`src/microOp_params.svh`:
```
// Micro-op expansion widths
`ifndef MICROOP_PARAMS_SVH
`define MICROOP_PARAMS_SVH

// Instruction word width, fixed by the ISA
`define INSTR_WIDTH 32

// Expansion counter width, wraps at the top
`define COUNT_WIDTH 16

// Enable bits after reset {MAC, RSR}
`define CFG_RESET 2'b11

`endif

```
`src/armInstrPkg.sv`:
```
// ARM instruction formats
package armInstrPkg;

	// Condition field encodings
	typedef enum logic [3:0] {
		EQ, NE, // Zero set / clear
		CS, CC, // Carry set / clear
		MI, PL, // Negative / positive
		VS, VC, // Overflow set / clear
		HI, LS, // Unsigned higher / lower or same
		GE, LT, // Signed compare
		GT, LE,
		AL,     // Always
		NV      // Never, reserved encoding
	} cond_t;

	// Status flags from the ALU
	typedef struct packed {
		logic n;
		logic z;
		logic c;
		logic v;
	} flags_t;

	// One instruction word, seen as data processing or as multiply
	typedef union packed {
		struct packed {
			cond_t      cond;      // [31:28]
			logic [1:0] opClass;   // [27:26] 00 for data processing
			logic       imm;       // [25] Immediate operand 2
			logic [3:0] opcode;    // [24:21]
			logic       setFlags;  // [20] S bit
			logic [3:0] rn;        // [19:16] First operand
			logic [3:0] rd;        // [15:12] Destination
			logic [4:0] shiftAmt;  // [11:7] Amount, or Rs in [11:8]
			logic [1:0] shiftType; // [6:5] LSL LSR ASR ROR
			logic       regShift;  // [4] Shift by register
			logic [3:0] rm;        // [3:0] Second operand
		} dataProc;
		struct packed {
			cond_t      cond;       // [31:28]
			logic [3:0] mulClass;   // [27:24] Zero for multiplies
			logic       longMul;    // [23] 64-bit result
			logic       signedMul;  // [22] Signed operands
			logic       accumulate; // [21] A bit
			logic       setFlags;   // [20] S bit
			logic [3:0] rdHi;       // [19:16] RdHi, or Rd for short form
			logic [3:0] rdLo;       // [15:12] RdLo, or Rn accumulator
			logic [3:0] rs;         // [11:8]
			logic [3:0] marker;     // [7:4] Always 1001
			logic [3:0] rm;         // [3:0]
		} multiply;
	} armInstr_t;

	localparam logic [3:0] OP_ADD = 4'b0100; // Data-processing opcodes
	localparam logic [3:0] OP_MOV = 4'b1101;

endpackage

```
`src/microOpPkg.sv`:
```
// Micro-op sequencer types
package microOpPkg;

	// Sequencer states, one per second micro-op
	typedef enum logic [1:0] {
		READY,   // Pass-through or first micro-op
		RSR,     // Rewritten shifted-register op
		MULTIPLY // Accumulate step of a MAC
	} uopState_t;

	// Register-file Rz steering
	// Bit 3 picks Rz as RA1, bits 2..0 put Rz on WA3, RA2, RA1
	typedef logic [3:0] rzRoute_t;

	localparam rzRoute_t ROUTE_NONE  = 4'b0000; // Architectural registers only
	localparam rzRoute_t ROUTE_FIRST = 4'b1100; // First micro-op writes Rz
	localparam rzRoute_t ROUTE_RM    = 4'b0010; // Rz read as Rm
	localparam rzRoute_t ROUTE_RN    = 4'b0001; // Rz read as Rn

	// Hidden register number as seen in the instruction fields
	localparam logic [3:0] RZ_REG = 4'b1111;

endpackage

```
`src/condCheck.sv`:
```
// ARM condition unit
`timescale 1ns/1ps

module condCheck
	import armInstrPkg::*;
(
	input  flags_t flags,
	input  cond_t  cond,
	output logic   condPass
);

	always_comb begin
		case (cond)
			EQ:      condPass = flags.z;
			NE:      condPass = !flags.z;
			CS:      condPass = flags.c;
			CC:      condPass = !flags.c;
			MI:      condPass = flags.n;
			PL:      condPass = !flags.n;
			VS:      condPass = flags.v;
			VC:      condPass = !flags.v;
			HI:      condPass = flags.c && !flags.z;           // Unsigned >
			LS:      condPass = !flags.c || flags.z;           // Unsigned <=
			GE:      condPass = (flags.n == flags.v);          // Signed >=
			LT:      condPass = (flags.n != flags.v);          // Signed <
			GT:      condPass = !flags.z && (flags.n == flags.v);
			LE:      condPass = flags.z || (flags.n != flags.v);
			AL:      condPass = 1'b1;
			default: condPass = 1'b0;                          // NV never executes
		endcase
	end

endmodule

```
`src/decodeExpander.sv`:
```
// Decode-stage micro-op expander
`timescale 1ns/1ps
`include "microOp_params.svh"

module decodeExpander
	import armInstrPkg::*;
	import microOpPkg::*;
(
	input  logic                    clk,
	input  logic                    reset,
	input  armInstr_t               defaultInstrD,
	input  logic                    stallUop,
	input  flags_t                  flags,
	input  logic                    cfgWrite,
	input  logic [1:0]              cfgData,        // {MAC, RSR}
	output logic                    instrMuxD,
	output logic                    doNotUpdateFlagD,
	output logic                    uOpStallD,      // Toward fetch
	output logic                    prevRsrState,
	output logic                    keepV,
	output rzRoute_t                regFileRz,
	output armInstr_t               uOpInstrD,
	output logic [`COUNT_WIDTH-1:0] expansionCount
);

	logic condPass;
	logic enableRsr;
	logic enableMac;
	logic expandStart;

	condCheck u_condCheck (
		.flags    (flags),
		.cond     (defaultInstrD.dataProc.cond), // Same bits in both views
		.condPass (condPass)
	);

	microOpConfig u_config (
		.clk            (clk),
		.reset          (reset),
		.cfgWrite       (cfgWrite),
		.cfgData        (cfgData),
		.expandStart    (expandStart),
		.enableRsr      (enableRsr),
		.enableMac      (enableMac),
		.expansionCount (expansionCount)
	);

	microOpFsm u_fsm (
		.clk              (clk),
		.reset            (reset),
		.defaultInstrD    (defaultInstrD),
		.stallUop         (stallUop),
		.condPass         (condPass),
		.enableRsr        (enableRsr),
		.enableMac        (enableMac),
		.instrMuxD        (instrMuxD),
		.doNotUpdateFlagD (doNotUpdateFlagD),
		.uOpStallD        (uOpStallD),
		.prevRsrState     (prevRsrState),
		.keepV            (keepV),
		.expandStart      (expandStart),
		.regFileRz        (regFileRz),
		.uOpInstrD        (uOpInstrD)
	);

endmodule

```
`src/microOpConfig.sv`:
```
// Expansion enables and counter
`timescale 1ns/1ps
`include "microOp_params.svh"

module microOpConfig (
	input  logic                    clk,
	input  logic                    reset,
	input  logic                    cfgWrite,       // Load strobe for the enables
	input  logic [1:0]              cfgData,        // {MAC, RSR}
	input  logic                    expandStart,    // One pulse per expansion
	output logic                    enableRsr,
	output logic                    enableMac,
	output logic [`COUNT_WIDTH-1:0] expansionCount
);

	logic [1:0] enables; // {MAC, RSR}

	always_ff @(posedge clk) begin
		if (reset) begin
			enables <= `CFG_RESET; // Both classes on
		end else if (cfgWrite) begin
			enables <= cfgData;
		end
	end

	assign enableRsr = enables[0];
	assign enableMac = enables[1];

	// Started expansions, wraps at the top of the range
	always_ff @(posedge clk) begin
		if (reset) begin
			expansionCount <= '0;
		end else if (expandStart) begin
			expansionCount <= expansionCount + 1'b1;
		end
	end

	// FSM must not start while every class is switched off
	assert property (@(posedge clk) disable iff (reset)
		expandStart |-> (enableRsr || enableMac))
		else $error("microOpConfig: expansion started with both classes disabled");

endmodule

```
`src/microOpFsm.sv`:
```
// Micro-op expansion FSM
`timescale 1ns/1ps
`include "microOp_params.svh"

module microOpFsm
	import armInstrPkg::*;
	import microOpPkg::*;
(
	input  logic      clk,
	input  logic      reset,
	input  armInstr_t defaultInstrD,    // Held by fetch while stalled
	input  logic      stallUop,         // Hazard stall, freezes the state
	input  logic      condPass,
	input  logic      enableRsr,
	input  logic      enableMac,
	output logic      instrMuxD,        // Select uOpInstrD over the raw word
	output logic      doNotUpdateFlagD,
	output logic      uOpStallD,        // Hold fetch for the second micro-op
	output logic      prevRsrState,     // Second micro-op in flight
	output logic      keepV,            // MUL keeps the V flag
	output logic      expandStart,
	output rzRoute_t  regFileRz,
	output armInstr_t uOpInstrD
);

	uopState_t state;
	uopState_t nextState;

	logic [`INSTR_WIDTH-1:0] instrBits; // Flat word, bit 7 straddles shiftAmt
	logic                    isRsr;
	logic                    isMac;
	logic                    rsrGo;
	logic                    macGo;

	assign instrBits = defaultInstrD;

	// Class detection
	assign isMac = defaultInstrD.multiply.accumulate &&
		(defaultInstrD.multiply.marker == 4'b1001);            // MLA, UMLAL, SMLAL
	assign isRsr = (defaultInstrD.dataProc.opClass == 2'b00) &&
		!defaultInstrD.dataProc.imm &&
		!instrBits[7] &&
		defaultInstrD.dataProc.regShift;                       // Shift by Rs

	// Expand only when the instruction executes and its class is on
	assign macGo = isMac && enableMac && condPass;
	assign rsrGo = isRsr && enableRsr && condPass;

	// Pulse on the edge that leaves READY
	assign expandStart = (state == READY) && (macGo || rsrGo) && !stallUop;

	always_ff @(posedge clk) begin
		if (reset) begin
			state <= READY;
		end else if (!stallUop) begin
			state <= nextState; // Frozen under back-pressure
		end
	end

	// Mealy outputs from state and the held instruction
	always_comb begin
		nextState        = READY;
		instrMuxD        = 1'b0;
		doNotUpdateFlagD = 1'b0;
		uOpStallD        = 1'b0;
		prevRsrState     = 1'b0;
		keepV            = 1'b0;
		regFileRz        = ROUTE_NONE;
		uOpInstrD        = defaultInstrD; // Pass-through unless rewritten

		case (state)
			READY: begin
				if (macGo) begin
					// MUL Rz, Rm, Rs
					nextState                     = MULTIPLY;
					instrMuxD                     = 1'b1;
					uOpStallD                     = 1'b1;
					keepV                         = 1'b1;
					regFileRz                     = ROUTE_FIRST;
					uOpInstrD.multiply.longMul    = 1'b0;    // 32-bit product only
					uOpInstrD.multiply.accumulate = 1'b0;    // Plain MUL, sign kept
					uOpInstrD.multiply.setFlags   = 1'b0;
					uOpInstrD.multiply.rdHi       = RZ_REG;  // Product to Rz
					uOpInstrD.multiply.rdLo       = 4'b0000; // SBZ
				end else if (rsrGo) begin
					// MOV Rz, Rm <shift> Rs
					nextState                   = RSR;
					instrMuxD                   = 1'b1;
					doNotUpdateFlagD            = 1'b1;
					uOpStallD                   = 1'b1;
					regFileRz                   = ROUTE_FIRST;
					uOpInstrD.dataProc.opcode   = OP_MOV;
					uOpInstrD.dataProc.setFlags = 1'b0;
					uOpInstrD.dataProc.rn       = 4'b0000; // SBZ for MOV
					uOpInstrD.dataProc.rd       = RZ_REG;
				end
			end

			RSR: begin
				// Original op with Rz as unshifted Rm
				instrMuxD                    = 1'b1;
				prevRsrState                 = 1'b1;
				regFileRz                    = ROUTE_RM;
				uOpInstrD.dataProc.shiftAmt  = 5'b00000; // LSL #0
				uOpInstrD.dataProc.shiftType = 2'b00;
				uOpInstrD.dataProc.regShift  = 1'b0;
				uOpInstrD.dataProc.rm        = RZ_REG;
			end

			MULTIPLY: begin
				instrMuxD        = 1'b1;
				doNotUpdateFlagD = 1'b1;
				prevRsrState     = 1'b1;
				if (defaultInstrD.multiply.longMul) begin
					// RdHi:RdLo accumulate, old halves read through Rs and Rm
					regFileRz             = ROUTE_NONE;
					uOpInstrD.multiply.rs = defaultInstrD.multiply.rdLo;
					uOpInstrD.multiply.rm = defaultInstrD.multiply.rdHi;
				end else begin
					// ADD Rd, Rz, Rn
					regFileRz                   = ROUTE_RN;
					uOpInstrD                   = '0;                            // LSL #0 reg
					uOpInstrD.dataProc.cond     = defaultInstrD.multiply.cond;
					uOpInstrD.dataProc.opcode   = OP_ADD;
					uOpInstrD.dataProc.setFlags = defaultInstrD.multiply.setFlags;
					uOpInstrD.dataProc.rn       = RZ_REG;                        // Product
					uOpInstrD.dataProc.rd       = defaultInstrD.multiply.rdHi;   // MLA Rd
					uOpInstrD.dataProc.rm       = defaultInstrD.multiply.rdLo;   // Accumulator
				end
			end

			default: begin
				nextState = READY; // Recover from a corrupt state
			end
		endcase
	end

	// A stall toward fetch is always followed by the second micro-op
	assert property (@(posedge clk) disable iff (reset)
		(uOpStallD && !stallUop) |=> (state != READY) && !uOpStallD)
		else $error("microOpFsm: first micro-op not followed by second");

	assert property (@(posedge clk) disable iff (reset)
		state inside {READY, RSR, MULTIPLY})
		else $error("microOpFsm: illegal state %0d", state);

endmodule

```
`config.mk`:
```
export PLATFORM = sky130hd
export DESIGN_NAME = decodeExpander
export DESIGN_NICKNAME = d
export VERILOG_FILES = /design/src/armInstrPkg.sv /design/src/microOpPkg.sv /design/src/condCheck.sv /design/src/decodeExpander.sv /design/src/microOpConfig.sv /design/src/microOpFsm.sv
export VERILOG_INCLUDE_DIRS = /design/src
export SDC_FILE = /design/constraint.sdc
export NUM_CORES = 1
export LEC_CHECK = 0
export ABC_AREA = 1
export BUFFER_PORTS_ARGS = -buffer_cell sky130_fd_sc_hd__buf_4
export CAP_MARGIN = 20
export CORE_AREA = 2 2 79 81
export CTS_CLUSTER_DIAMETER = 40
export DETAILED_ROUTE_END_ITERATION = 16
export DIE_AREA = 0 0 81 83
export PLACE_DENSITY = 0.68
export SLEW_MARGIN = 25
export SYNTH_ARGS = -nofsm -noshare
export SYNTH_HDL_FRONTEND = slang
export SYNTH_SLANG_ARGS = --single-unit
```
`constraint.sdc`:
```
create_clock -name clk -period 2.55 [get_ports clk]
set_input_delay 0.255 -clock clk [delete_from_list [all_inputs] [get_ports clk]]
set_output_delay 0.255 -clock clk [all_outputs]
set_load 0.05 [all_outputs]
```
==> flow_summary.json <==
{
  "yosysTopAreaCell": "dfxtp_1",
  "worst_slew_pin_slew_ns": 0.728,
  "pre_cts_slack_ns": 0.533,
  "hp-class": "in2reg",
  "max_slew_margin": 0.514,
  "yosys_most_used_dff": "dfxtp_1",
  "power_per_cell_area_nw_per_um2": 358,
  "tritoncts": "yes",
  "synthAdderAreaFrac": 0.0314,
  "fin_nets": 467,
  "synth-edff-count": 0,
  "cp.required_ns": 2.30,
  "synth-compound-area-share": 0.150,
  "ys_ff_latch": 20,
  "antenna_found_initial": 0,
  "place_congestion": 0.881,
  "drc_errors": 0,
  "cts_buffer_depth": 2,
  "avgSynthCellArea_um2": 6.09,
  "synth_xor_area_frac": 0.0616,
  "antenna_left": 0,
  "min_period_ns": 2.25,
  "grt-ovfl-total": 0,
  "cp.arrival_ns": 1.99,
  "die_y_um": 83,
  "synthTopCellsByCount": "93 x nand2_1, 43 x inv_1, 40 x nor2_1",
  "synthMostInstantiatedCell": "nand2_1",
  "cts_buffers": 3,
  "wire_per_inst_um": 12.4,
  "synthSimpleGateAreaFrac": 0.427,
  "p_leak_uw": 0.00140,
  "finalCritPeriodShare": 0.882,
  "fp.dieW_um": 81,
  "cts_root_buf": "clkbuf_8",
  "report.final.setup_viol": 0,
  "fin_skew_ns": 0.00168,
  "async_reset_ff_frac": 0,
  "synthTopCellsByArea": "dfxtp_1 20%, nand2_1 18%, inv_1 8.1%",
  "synth_nets": 374,
  "areaGrowthSynthToFinish_pct": 40.2,
  "std_cell_rows": 28,
  "start_util": 0.342,
  "crit_fanout": 10,
  "grt_max_degree": 21,
  "muxShareOfSynthArea": 0,
  "synth.distinct_cells": 28,
  "synth_top_area_frac": 0.201,
  "grt_pass1_wl_mm": 9.94,
  "path_class": "reg2out",
  "cp-end-kind": "output pin",
  "die_area_um2": 6720,
  "htree_levels": 1,
  "final_hold_viol_count": 0,
  "synth_top_family_by_area": "simple AND/OR/NAND/NOR gates",
  "cts_resized": 0,
  "grt_setup_unrepaired": "no",
  "max_cap_viol_count": 0,
  "post-cts-setup-buffers": 0,
  "dr.first_iter.drc_count": 134,
  "cts_sinks": 20,
  "grt_pass1_vias": 2251,
  "fin_ws_ns": 0.301,
  "cp-start-kind": "flip-flop",
  "n_fill_cell": 630,
  "via_per_inst": 4.73,
  "dpl.hpwl_mm": 4.88,
  "status": "finished, final reports clean",
  "clk_pin_slew_ns": 0.07,
  "grt_use_total": 0.177,
  "syn-instance-count": 327,
  "slew_viol_final": 0,
  "core_region_area_um2": 5820,
  "antenna_cells": 0,
  "synth_area_um2": 1990,
  "dr.pass1.iters": 4,
  "vias": 2334,
  "clkLatencyLatePin_ns": 0.25,
  "fmax_ghz": 0.445,
  "routed_wirelength_mm": 6.12,
  "drive_above_1_share": 0.304,
  "io_buffers": 98,
  "multiInputGateArea_um2": 1340,
  "num_io_pins": 99,
  "ys.warnings.count": 0,
  "ctsHoldBuffers": 0,
  "max-vdd-ir-drop_mv": 0.213,
  "finalSetupTns_ns": 0,
  "ys_seq_area_frac": 0.201,
  "seqCellArea_um2": 400
}
worst max-delay path, stage by stage (launching register included):
cell,delay (ns)
dfxtp_1,0.37
inv_1,0.08
ha_1,0.48
inv_1,0.19
nor2_1,0.35
nor2_1,0.08
buf_4,0.20
power by group:
| group | internal (uW) | switching, uW | leakage (uW) |
|---|---|---|---|
| clock | 105 | 97.0 | 0.0000216 |
| sequential | 316 | 2.94 | 0.000162 |
| combinational | 151 | 327 | 0.00122 |
layout make-up:
type / instances / area share
Sequential cell: 20 / 0.143
Timing Repair Buffer: 101 / 0.272
Clock buffer: 3 / 0.0148
Multi-Input combinational cell: 251 / 0.478
Inverter: 43 / 0.0578
Tap cell: 75 / 0.0336
kinds of logic after synthesis:
family	Yosys count
buffers and inverters	56
AOI/OAI and AO/OA	47
and+or+nand+nor	185
adders and majority gates	5
xor gates and xnor gates	14
DFF	20
flip-flops by register name (all words and copies together) (netlist names):
signal and count:
u_config.expansionCount 16, u_config.enables 2, u_fsm.state 2
metrics by stage:
step           utilization  instance area [um2]  power [uW]  cells  hold WS, ns
3_3_place_gp         0.473                 2750         803    490        0.444
2_1_floorplan            -                 1990         640    327        0.377
3_5_place_dp         0.473                 2750         804    490        0.446
6_report             0.480                 2790        1000    493        0.219
5_1_grt              0.480                 2790        1040    493        0.242
4_1_cts              0.480                 2790        1010    493        0.223
metal layers:
layer | up-vias | global-route usage | part of all wire
met3 | 12 | 0.0293 | 0.10
met5 | - | 0 | 0
li1 | 1220 | - | -
met2 | 103 | 0.302 | 0.44
met1 | 999 | 0.224 | 0.43
met4 | 0 | 0.0508 | 0.020
placed cells by master (no fill, tap or decap):
cell type and n:
nor3_1 4, a21oi_2 9, nor2_1 40, nand3_1 29, xnor2_1 3, o21ai_0 9
nor4_1 1, inv_1 43, o21bai_1 5, xor2_1 11, clkbuf_8 3, buf_4 101
dfxtp_1 20, o2111ai_2 1, nand2_1 93, ha_1 5, nand3b_1 1, a21boi_1 1
a21oi_1 20, nand4_1 4, nand3_2 9, nand2_4 2, nand3_4 2, a21boi_0 2
final timing paths:
kind                                                  startpoint  slack [ns]                                       to  cells past startpoint
worst max-delay path                 u_fsm.state[0]$_SDFFE_PP0N_        0.30                             uOpInstrD[5]                      6
worst min-delay path                                  cfgData[0]        0.22         u_config.enables[0]$_SDFFE_PP1P_                      3
worst max register to register       u_fsm.state[0]$_SDFFE_PP0N_        0.81  u_config.expansionCount[1]$_SDFFE_PP0P_                      5
worst min register to register  u_config.enables[0]$_SDFFE_PP1P_        0.46         u_config.enables[0]$_SDFFE_PP1P_                      2
No activity file was read; power rests on OpenSTA's default activity.
